===== src/permuteConsts.svh =====
`ifndef PERMUTE_CONSTS_SVH
`define PERMUTE_CONSTS_SVH

// truth table of a 7-variable function
`define PERM_FUNC_BITS 128

// permutations of the four upper variables
`define PERM_COUNT 24

`define PERM_FIFO_DEPTH 4 // mask buffer entries

`define PERM_COUNT_BITS 16 // width of one frame total

`endif


===== src/boolFuncPkg.sv =====
`include "permuteConsts.svh"

package boolFuncPkg;

    localparam int PART_COUNT = 16; // parts addressed by the four upper vars
    localparam int PART_BITS  = `PERM_FUNC_BITS / PART_COUNT; // low three vars stay in place

    typedef logic [`PERM_FUNC_BITS-1:0] funcT; // full truth table
    typedef logic [PART_BITS-1:0]       partT; // one block of the three fixed vars

    // part indices, bit 0 is var a, bit 3 is var d
    localparam logic [3:0] ONE_VAR_PARTS [4] = '{4'b0001, 4'b0010, 4'b0100, 4'b1000}; // a b c d
    // pairs ab ac ad cd bd bc, entry k+3 is the complement of entry k
    localparam logic [3:0] TWO_VAR_PARTS [6] = '{4'b0011, 4'b0101, 4'b1001,
                                                 4'b1100, 4'b1010, 4'b0110};
    // indexed by the missing var, so bcd acd abd abc
    localparam logic [3:0] THREE_VAR_PARTS [4] = '{4'b1110, 4'b1101, 4'b1011, 4'b0111};

    localparam logic [3:0] NO_VAR_PART  = 4'b0000; // fixed by every permutation
    localparam logic [3:0] ALL_VAR_PART = 4'b1111; // fixed by every permutation

endpackage


===== src/permutePkg.sv =====
`include "permuteConsts.svh"

package permutePkg;

    // one bit per permutation whose check passed, a-group in the top six bits
    typedef logic [`PERM_COUNT-1:0] permMaskT;

    typedef struct packed {
        logic     last; // closes a frame
        permMaskT mask;
    } permBeatT; // 25 bits

    typedef logic [`PERM_COUNT_BITS-1:0] countT; // frame total

endpackage


===== src/permuteIntermediaries24.sv =====
`timescale 1ns/1ns

module permuteIntermediaries24 (
    input  boolFuncPkg::funcT top,
    input  boolFuncPkg::funcT bot,
    output logic              sharedAll,           // parts 0000 and 1111 already below top
    output logic [15:0]       oneThreeVarOverlaps, // [location*4+var]
    output logic [17:0]       twoTwoVarOverlaps    // [pairShape*6+pair]
);
    import boolFuncPkg::*;

    partT topParts [PART_COUNT];
    partT botParts [PART_COUNT];

    // true when every set bit of b is also set in t
    function automatic logic covers(input partT t, input partT b);
        covers = &(t | ~b);
    endfunction

    for (genvar p = 0; p < PART_COUNT; p++) begin : gSplit
        assign topParts[p] = top[p*PART_BITS +: PART_BITS];
        assign botParts[p] = bot[p*PART_BITS +: PART_BITS];
    end

    assign sharedAll = covers(topParts[NO_VAR_PART], botParts[NO_VAR_PART])
                     & covers(topParts[ALL_VAR_PART], botParts[ALL_VAR_PART]);

    // var j sent to location i moves part {j} to {i} and its complement along with it
    for (genvar i = 0; i < 4; i++) begin : gOneLoc
        for (genvar j = 0; j < 4; j++) begin : gOneVar
            assign oneThreeVarOverlaps[i*4+j] =
                covers(topParts[ONE_VAR_PARTS[i]], botParts[ONE_VAR_PARTS[j]])
              & covers(topParts[THREE_VAR_PARTS[i]], botParts[THREE_VAR_PARTS[j]]);
        end
    end

    // shapes XX__, X_X_, X__X, each paired with its complement
    for (genvar i = 0; i < 3; i++) begin : gTwoShape
        for (genvar j = 0; j < 6; j++) begin : gTwoPair
            assign twoTwoVarOverlaps[i*6+j] =
                covers(topParts[TWO_VAR_PARTS[i]], botParts[TWO_VAR_PARTS[j]])
              & covers(topParts[TWO_VAR_PARTS[i+3]], botParts[TWO_VAR_PARTS[(j+3)%6]]);
        end
    end

endmodule


===== src/permuteCheck24.sv =====
`timescale 1ns/1ns

module permuteCheck24 (
    input  logic                 clk,
    input  logic                 arstN,
    input  logic                 botValid,
    output logic                 botReady,
    input  boolFuncPkg::funcT    top,
    input  boolFuncPkg::funcT    bot,
    input  logic                 botIsValid, // low means the beat passes no permutation
    input  logic                 botLast,
    output logic                 checkValid,
    input  logic                 checkReady,
    output permutePkg::permBeatT checkBeat
);
    import permutePkg::*;

    // per removed var: the other three vars, removed one swapped to slot 0
    localparam int FLAVOR [4][3] = '{'{1, 2, 3}, '{0, 2, 3}, '{1, 0, 3}, '{1, 2, 0}};
    // pair {removed, flavor} as index into ab ac ad cd bd bc
    localparam int PAIR   [4][3] = '{'{0, 1, 2}, '{0, 5, 4}, '{5, 1, 3}, '{4, 3, 2}};
    // abc acb bac bca cab cba over the three flavors
    localparam int ORDER  [6][3] = '{'{0, 1, 2}, '{0, 2, 1}, '{1, 0, 2},
                                     '{1, 2, 0}, '{2, 0, 1}, '{2, 1, 0}};

    logic        interShared;
    logic [15:0] interOneThree;
    logic [17:0] interTwoTwo;
    logic        s1Valid;
    logic        s1Shared;   // stage 1 payload
    logic [15:0] s1OneThree;
    logic [17:0] s1TwoTwo;
    logic        s1IsValid;
    logic        s1Last;
    logic        s1Ready;
    logic        s2Valid;
    logic        s2Ready;
    permBeatT    s2Beat;
    permMaskT    nextMask;   // combined result of stage 1 contents

    permuteIntermediaries24 uInter (
        .top                 (top),
        .bot                 (bot),
        .sharedAll           (interShared),
        .oneThreeVarOverlaps (interOneThree),
        .twoTwoVarOverlaps   (interTwoTwo)
    );

    assign s2Ready  = !s2Valid || checkReady; // empty or moving
    assign s1Ready  = !s1Valid || s2Ready;
    assign botReady = s1Ready;

    always_ff @(posedge clk or negedge arstN) begin
        if (!arstN) begin
            s1Valid <= 1'b0;
            s2Valid <= 1'b0;
        end else begin
            if (s1Ready) s1Valid <= botValid;
            if (s2Ready) s2Valid <= s1Valid;
        end
    end

    always_ff @(posedge clk) begin
        if (botValid && s1Ready) begin // stage 1 captures intermediaries
            s1Shared   <= interShared;
            s1OneThree <= interOneThree;
            s1TwoTwo   <= interTwoTwo;
            s1IsValid  <= botIsValid;
            s1Last     <= botLast;
        end
        if (s1Valid && s2Ready) begin
            s2Beat.mask <= nextMask;
            s2Beat.last <= s1Last;
        end
    end

    // group g sends var g to location 0, six orders remain for the rest
    for (genvar g = 0; g < 4; g++) begin : gGroup
        logic       groupShared;
        logic [8:0] oneTwo; // [(location-1)*3+flavor]
        assign groupShared = s1IsValid & s1Shared & s1OneThree[g]; // location 0 is index 0*4+g
        for (genvar i = 0; i < 3; i++) begin : gLoc
            for (genvar k = 0; k < 3; k++) begin : gFlavor
                assign oneTwo[i*3+k] = s1OneThree[4*(i+1)+FLAVOR[g][k]]
                                     & s1TwoTwo[6*i+PAIR[g][k]];
            end
        end
        for (genvar p = 0; p < 6; p++) begin : gPerm
            assign nextMask[(3-g)*6+(5-p)] = groupShared
                                           & oneTwo[ORDER[p][0]]
                                           & oneTwo[3+ORDER[p][1]]
                                           & oneTwo[6+ORDER[p][2]];
        end
    end

    assign checkValid = s2Valid;
    assign checkBeat  = s2Beat;

    // a stalled beat holds until the FIFO takes it
    stallHold: assert property (@(posedge clk) disable iff (!arstN)
        checkValid && !checkReady |=> checkValid && $stable(checkBeat));

endmodule


===== src/maskFifo.sv =====
`timescale 1ns/1ns
`include "permuteConsts.svh"

module maskFifo (
    input  logic                 clk,
    input  logic                 arstN,
    input  logic                 pushValid,
    output logic                 pushReady, // not full
    input  permutePkg::permBeatT pushBeat,
    output logic                 popValid,  // not empty
    input  logic                 popReady,
    output permutePkg::permBeatT popBeat
);
    import permutePkg::*;

    localparam int DEPTH    = `PERM_FIFO_DEPTH;
    localparam int PTR_BITS = $clog2(DEPTH);
    localparam int CNT_BITS = $clog2(DEPTH + 1);

    permBeatT            mem [DEPTH];
    logic [PTR_BITS-1:0] wrPtr;
    logic [PTR_BITS-1:0] rdPtr;
    logic [CNT_BITS-1:0] occupancy;
    logic                doPush;
    logic                doPop;

    assign pushReady = occupancy != CNT_BITS'(DEPTH);
    assign popValid  = occupancy != '0;
    assign doPush    = pushValid && pushReady;
    assign doPop     = popValid && popReady;
    assign popBeat   = mem[rdPtr]; // head entry

    always_ff @(posedge clk or negedge arstN) begin
        if (!arstN) begin
            wrPtr     <= '0;
            rdPtr     <= '0;
            occupancy <= '0;
        end else begin
            if (doPush) wrPtr <= (wrPtr == PTR_BITS'(DEPTH - 1)) ? '0 : wrPtr + 1'b1;
            if (doPop)  rdPtr <= (rdPtr == PTR_BITS'(DEPTH - 1)) ? '0 : rdPtr + 1'b1;
            if (doPush && !doPop) occupancy <= occupancy + 1'b1;
            else if (doPop && !doPush) occupancy <= occupancy - 1'b1;
        end
    end

    always_ff @(posedge clk) begin
        if (doPush) mem[wrPtr] <= pushBeat;
    end

    occupancyBound: assert property (@(posedge clk) disable iff (!arstN)
        occupancy <= CNT_BITS'(DEPTH));

    // a pop with equal pointers is only legal when the buffer is full
    popNotEmpty: assert property (@(posedge clk) disable iff (!arstN)
        doPop |-> wrPtr != rdPtr || occupancy == CNT_BITS'(DEPTH));

endmodule


===== src/permutationCounter.sv =====
`timescale 1ns/1ns

module permutationCounter (
    input  logic                 clk,
    input  logic                 arstN,
    input  logic                 maskValid,
    output logic                 maskReady,
    input  permutePkg::permBeatT maskBeat,
    output logic                 countValid,
    input  logic                 countReady,
    output permutePkg::countT    count
);
    import permutePkg::*;

    localparam int POP_BITS = $clog2($bits(permMaskT) + 1); // holds 0..24

    logic [POP_BITS-1:0] popCount;
    countT               accum;    // running total of the open frame
    countT               frameSum; // accum plus the beat being popped
    logic                doPop;

    assign popCount  = POP_BITS'($countones(maskBeat.mask));
    assign frameSum  = accum + countT'(popCount);
    assign maskReady = !countValid; // hold off while a total waits
    assign doPop     = maskValid && maskReady;

    always_ff @(posedge clk or negedge arstN) begin
        if (!arstN) begin
            accum      <= '0;
            countValid <= 1'b0;
        end else begin
            if (doPop) accum <= maskBeat.last ? '0 : frameSum; // restart on frame end
            if (doPop && maskBeat.last) countValid <= 1'b1;
            else if (countValid && countReady) countValid <= 1'b0;
        end
    end

    always_ff @(posedge clk) begin
        if (doPop && maskBeat.last) count <= frameSum; // latch the frame total
    end

    // a frame end raises the total and blocks the next pop
    lastRaisesTotal: assert property (@(posedge clk) disable iff (!arstN)
        doPop && maskBeat.last |=> countValid && !doPop);

endmodule


===== src/permuteCountTop.sv =====
`timescale 1ns/1ns

module permuteCountTop (
    input  logic              clk,
    input  logic              arstN,
    input  logic              botValid,
    output logic              botReady,
    input  boolFuncPkg::funcT top,
    input  boolFuncPkg::funcT bot,
    input  logic              botIsValid,
    input  logic              botLast,
    output logic              countValid, // one pulse-until-taken per frame
    input  logic              countReady,
    output permutePkg::countT count
);
    import permutePkg::*;

    logic     checkValid;
    logic     checkReady;
    permBeatT checkBeat;
    logic     maskValid;
    logic     maskReady;
    permBeatT maskBeat;

    permuteCheck24 uCheck (
        .clk        (clk),
        .arstN      (arstN),
        .botValid   (botValid),
        .botReady   (botReady),
        .top        (top),
        .bot        (bot),
        .botIsValid (botIsValid),
        .botLast    (botLast),
        .checkValid (checkValid),
        .checkReady (checkReady),
        .checkBeat  (checkBeat)
    );

    maskFifo uFifo (
        .clk       (clk),
        .arstN     (arstN),
        .pushValid (checkValid),
        .pushReady (checkReady), // full FIFO stalls the checker
        .pushBeat  (checkBeat),
        .popValid  (maskValid),
        .popReady  (maskReady),
        .popBeat   (maskBeat)
    );

    permutationCounter uCounter (
        .clk        (clk),
        .arstN      (arstN),
        .maskValid  (maskValid),
        .maskReady  (maskReady),
        .maskBeat   (maskBeat),
        .countValid (countValid),
        .countReady (countReady),
        .count      (count)
    );

endmodule


===== config.mk =====
export PLATFORM = sky130hd
export DESIGN_NAME = permuteCountTop
export DESIGN_NICKNAME = d
export VERILOG_FILES = /design/src/boolFuncPkg.sv /design/src/permutePkg.sv /design/src/permuteIntermediaries24.sv /design/src/permuteCheck24.sv /design/src/maskFifo.sv /design/src/permutationCounter.sv /design/src/permuteCountTop.sv
export VERILOG_INCLUDE_DIRS = /design/src
export SDC_FILE = /design/constraint.sdc
export NUM_CORES = 1
export LEC_CHECK = 0
export ABC_CLOCK_PERIOD_IN_PS = 7400
export BUFFER_PORTS_ARGS = -buffer_cell sky130_fd_sc_hd__buf_4
export CAP_MARGIN = 20
export CORE_MARGIN = 4
export CORE_UTILIZATION = 43
export CTS_CLUSTER_DIAMETER = 150
export DETAILED_ROUTE_END_ITERATION = 6
export PLACE_DENSITY_LB_ADDON = 0.1
export SLEW_MARGIN = 20
export SYNTH_ARGS = -nofsm -noshare
export SYNTH_HDL_FRONTEND = slang
export SYNTH_SLANG_ARGS = --single-unit

===== constraint.sdc =====
create_clock -name clk -period 7.4 [get_ports clk]
set_input_delay 0.37 -clock clk [delete_from_list [all_inputs] [get_ports clk]]
set_output_delay 0.37 -clock clk [all_outputs]
set_load 0.02 [all_outputs]

==> metrics.txt <==
Max Cap Viol 0; worst r2r src uFifo.rdPtr[0]; CP max FO 28; CTS buffer count 20; Post-Synthesis Cells 1064; CP Capture Point uCounter.accum[13]; Area Growth Syn to Fin 27.7%; initial antenna violation count 1; Bufs and invs on worst path 5; Mapped Area approximately 12000 um2; Peak Freq between 100 and 150 MHz; Post-synth EDFFs approximately 180; initial DRC count between 1k and 1.5k; Synth Net Count 1377; clock skew 0.0154 ns; die area 30400 um2; chip width 174 um; IO Pins 280; count of input and output buffers 279; Post-Route M1 WL 18.4 mm; routed wire length on met2 approximately 22 mm; Seq/Total Area, Yosys 50.4%; fraction of registers with async set/reset 12.7%; reg2reg path depth 21; first-pass GRT wire length 71.2 mm; net count reported at finish 1679; Worst slew margin between 20% and 30%; row count 60; library cells used by synthesis 53; CTS tree built; CP Data Arrival Time slightly above 7 ns; Most common cell on crit path fa_1; share of post-route cells with drive strength above 1 25.9%; worst-skew pair later-pin latency ~0.49 ns; placed instance count 1715; CP max stage cell mux4_2; top layer used by detailed routing met5; largest net degree at the start of global routing 38; Routed wire per std cell approximately 27 um; Reg clk slew, reported paths 0.06 ns; worst stage delay on the critical path 0.60 ns; worst hold path type input pin to register; final WL 48.2 mm; worst endpoint required time about 7.8 ns; vias per cell about 6.4; synthesized flop and latch total about 200; root buf cell clkbuf_16; Post-route DRC 0; worst slew pin tran between 1 and 1.5 ns; dpl ws 0.577 ns; status complete, no violations; fin cells around 1.8k; antenna cells 0; Final HPWL DP 38.6 mm; PostCTS Resize Cnt 0; Worst path top cell family by delay adder cells; unrepaired setup endpoints after global routing false; Startpoint Class register; vias in the first global route 11.7k; Setup TNS Final 0 ns; Tmin final 6.83 ns; Final GP Congestion 1.08; met3 wire len around 5 mm; Vias between 10k and 15k; worst r2r dst uCounter.accum[13]; Yosys warnings 0; Reg2Reg Setup Slack 0.57 ns; Routed Antenna Nets 0; Critical Path Stages 21; Top FF cell, synth edfxtp_1; period utilization 92.4%; drt first pass iters 6; Congestion Overflow GR 0; final-report setup violation count 0; CP Cell Sequence buf_4 -> mux4_2 -> ha_1 -> inv_1 -> fa_1 -> fa_1 -> inv_1 -> fa_1 -> fa_1 -> inv_1 -> fa_1 -> inv_1 -> ha_1 -> fa_1 -> xor2_1 -> ha_1 -> nand2_1 -> o21ai_1 -> o21ai_1 -> or4_1 -> o211ai_1; final setup margin 0.566 ns; Mapped Avg Cell Area 11.2 um2; CP Capture Type register; Clock Path Buffers 3; critical path class register to register; Initial Util 43.9%; core footprint 27100 um2; total track usage 30.7%; H-tree depth 1; Die Height roughly 170 um; Slew Viols, Final 0; Sink Count 204; Final Hold Fails 0; CP startpoint uFifo.rdPtr[0]
[kinds of logic after synthesis]
kind of cell,share of synthesized area (%)
adders and majority gates,6.69
AOI/OAI and AO/OA,19.7
DFF,50.4
buffers and inverters,7.39
xor gates and xnor gates,1.40
muxes,5.03
and+or+nand+nor,9.37
[worst reg2reg max path, cell delays in order, from the launching register on]
cell	delay [ns]
dfrtp_1	0.32
buf_4	0.44
mux4_2	0.61
ha_1	0.33
inv_1	0.06
fa_1	0.51
fa_1	0.56
inv_1	0.05
fa_1	0.38
fa_1	0.55
inv_1	0.06
fa_1	0.48
inv_1	0.04
ha_1	0.21
fa_1	0.43
xor2_1	0.18
ha_1	0.34
nand2_1	0.10
o21ai_1	0.21
o21ai_1	0.23
or4_1	0.55
o211ai_1	0.10
[repair_timing]
action	4_1_cts	5_1_grt
endpoints found under the hold margin	26	0
setup buffers	0	0
endpoints found under the setup margin	0	0
hold buffers	1	0
[metal layers]
metal  track usage (%)  up-vias
li1                  -     4765
met1              39.8     5352
met2              49.2      827
met3              7.55      218
met4              13.7        2
met5                 0        -
[flip-flops by register name, indices dropped and copies added (netlist names), 2 cells and up]
| signal | cells |
|---|---|
| uCheck.checkBeat | 25 |
| uCheck.s1OneThree | 16 |
| uCheck.s1TwoTwo | 18 |
| uCounter.accum | 16 |
| uCounter.count | 16 |
| uFifo.mem | 100 |
| uFifo.occupancy | 3 |
| uFifo.rdPtr | 2 |
| uFifo.wrPtr | 2 |
[cell usage in the layout, fill, tap and decap left out, types with 6 or more instances in the layout]
| master | Yosys | layout |
|---|---|---|
| nand2b_1 | 6 | 6 |
| and4_1 | 15 | 15 |
| a2bb2oi_1 | 12 | 12 |
| o21ai_0 | 8 | 8 |
| o221ai_1 | 6 | 6 |
| buf_4 | 0 | 289 |
| a221o_1 | 8 | 8 |
| nor4_1 | 16 | 16 |
| xnor2_1 | 13 | 13 |
| edfxtp_1 | 178 | 178 |
| clkbuf_16 | 0 | 21 |
| dfrtp_1 | 26 | 26 |
| fa_1 | 21 | 21 |
| o211ai_1 | 6 | 6 |
| nand4_1 | 25 | 25 |
| a221oi_1 | 77 | 77 |
| a21oi_1 | 9 | 9 |
| o22ai_1 | 157 | 157 |
| nand3_1 | 22 | 22 |
| a22o_1 | 8 | 8 |
| xor2_1 | 6 | 6 |
| inv_1 | 222 | 222 |
| ha_1 | 30 | 30 |
| nand2_1 | 38 | 38 |
| o2111ai_1 | 10 | 10 |
| mux4_2 | 24 | 24 |
| nor2_1 | 52 | 52 |
[how the worst min path moves through the flow]
| stage | cells after the start | start | slack [ns] | endpoint |
|---|---|---|---|---|
| after floorplan | 0 | arstN | 0.07 | uCheck.checkValid |
| after detailed placement | 1 | arstN | 0.31 | uCounter.countValid |
| final | 1 | botIsValid | 0.07 | uCheck.s1IsValid |
| after global placement | 1 | arstN | 0.31 | uCheck.s1Valid |
| after global routing | 1 | botIsValid | 0.05 | uCheck.s1IsValid |
| after CTS | 1 | botIsValid | 0.05 | uCheck.s1IsValid |
[cell usage after synthesis (all sizes together) (13+ instances only)]
master	count	area share, %
nand4	25	1.3
nor4	16	0.84
fa	21	3.5
and4	16	1.2
o22ai	157	8.3
nand3	22	0.93
nor2	54	1.7
mux4	24	4.5
dfrtp	26	5.5
inv	222	7.0
xnor2	13	0.96
nand2	38	1.2
ha	30	3.2
a221oi	77	5.7
edfxtp	178	45
[through the flow]
stage | utilization, % | hold WS, ns | cell area (um2)
global placement | 53.5 | 0.310 | 14500
global route | 56.0 | 0.0497 | 15200
CTS | 56.0 | 0.0542 | 15200
detailed placement | 53.5 | 0.307 | 14500
finish | 56.0 | 0.0745 | 15200
floorplan | - | 0.0744 | 11900
[layout make-up]
cell class | instances | area (um2)
Clock buffer | 26 | 554
Clock inverter | 9 | 126
Fill cell | 2322 | 11900
Inverter | 222 | 833
Multi-Input combinational cell | 628 | 5030
Sequential cell | 204 | 6000
Tap cell | 372 | 465
Timing Repair Buffer | 290 | 2180
Power is left out: the tool's default activity adds up to more than one toggle a clock period on the data nets, which glitch-free logic cannot reach.
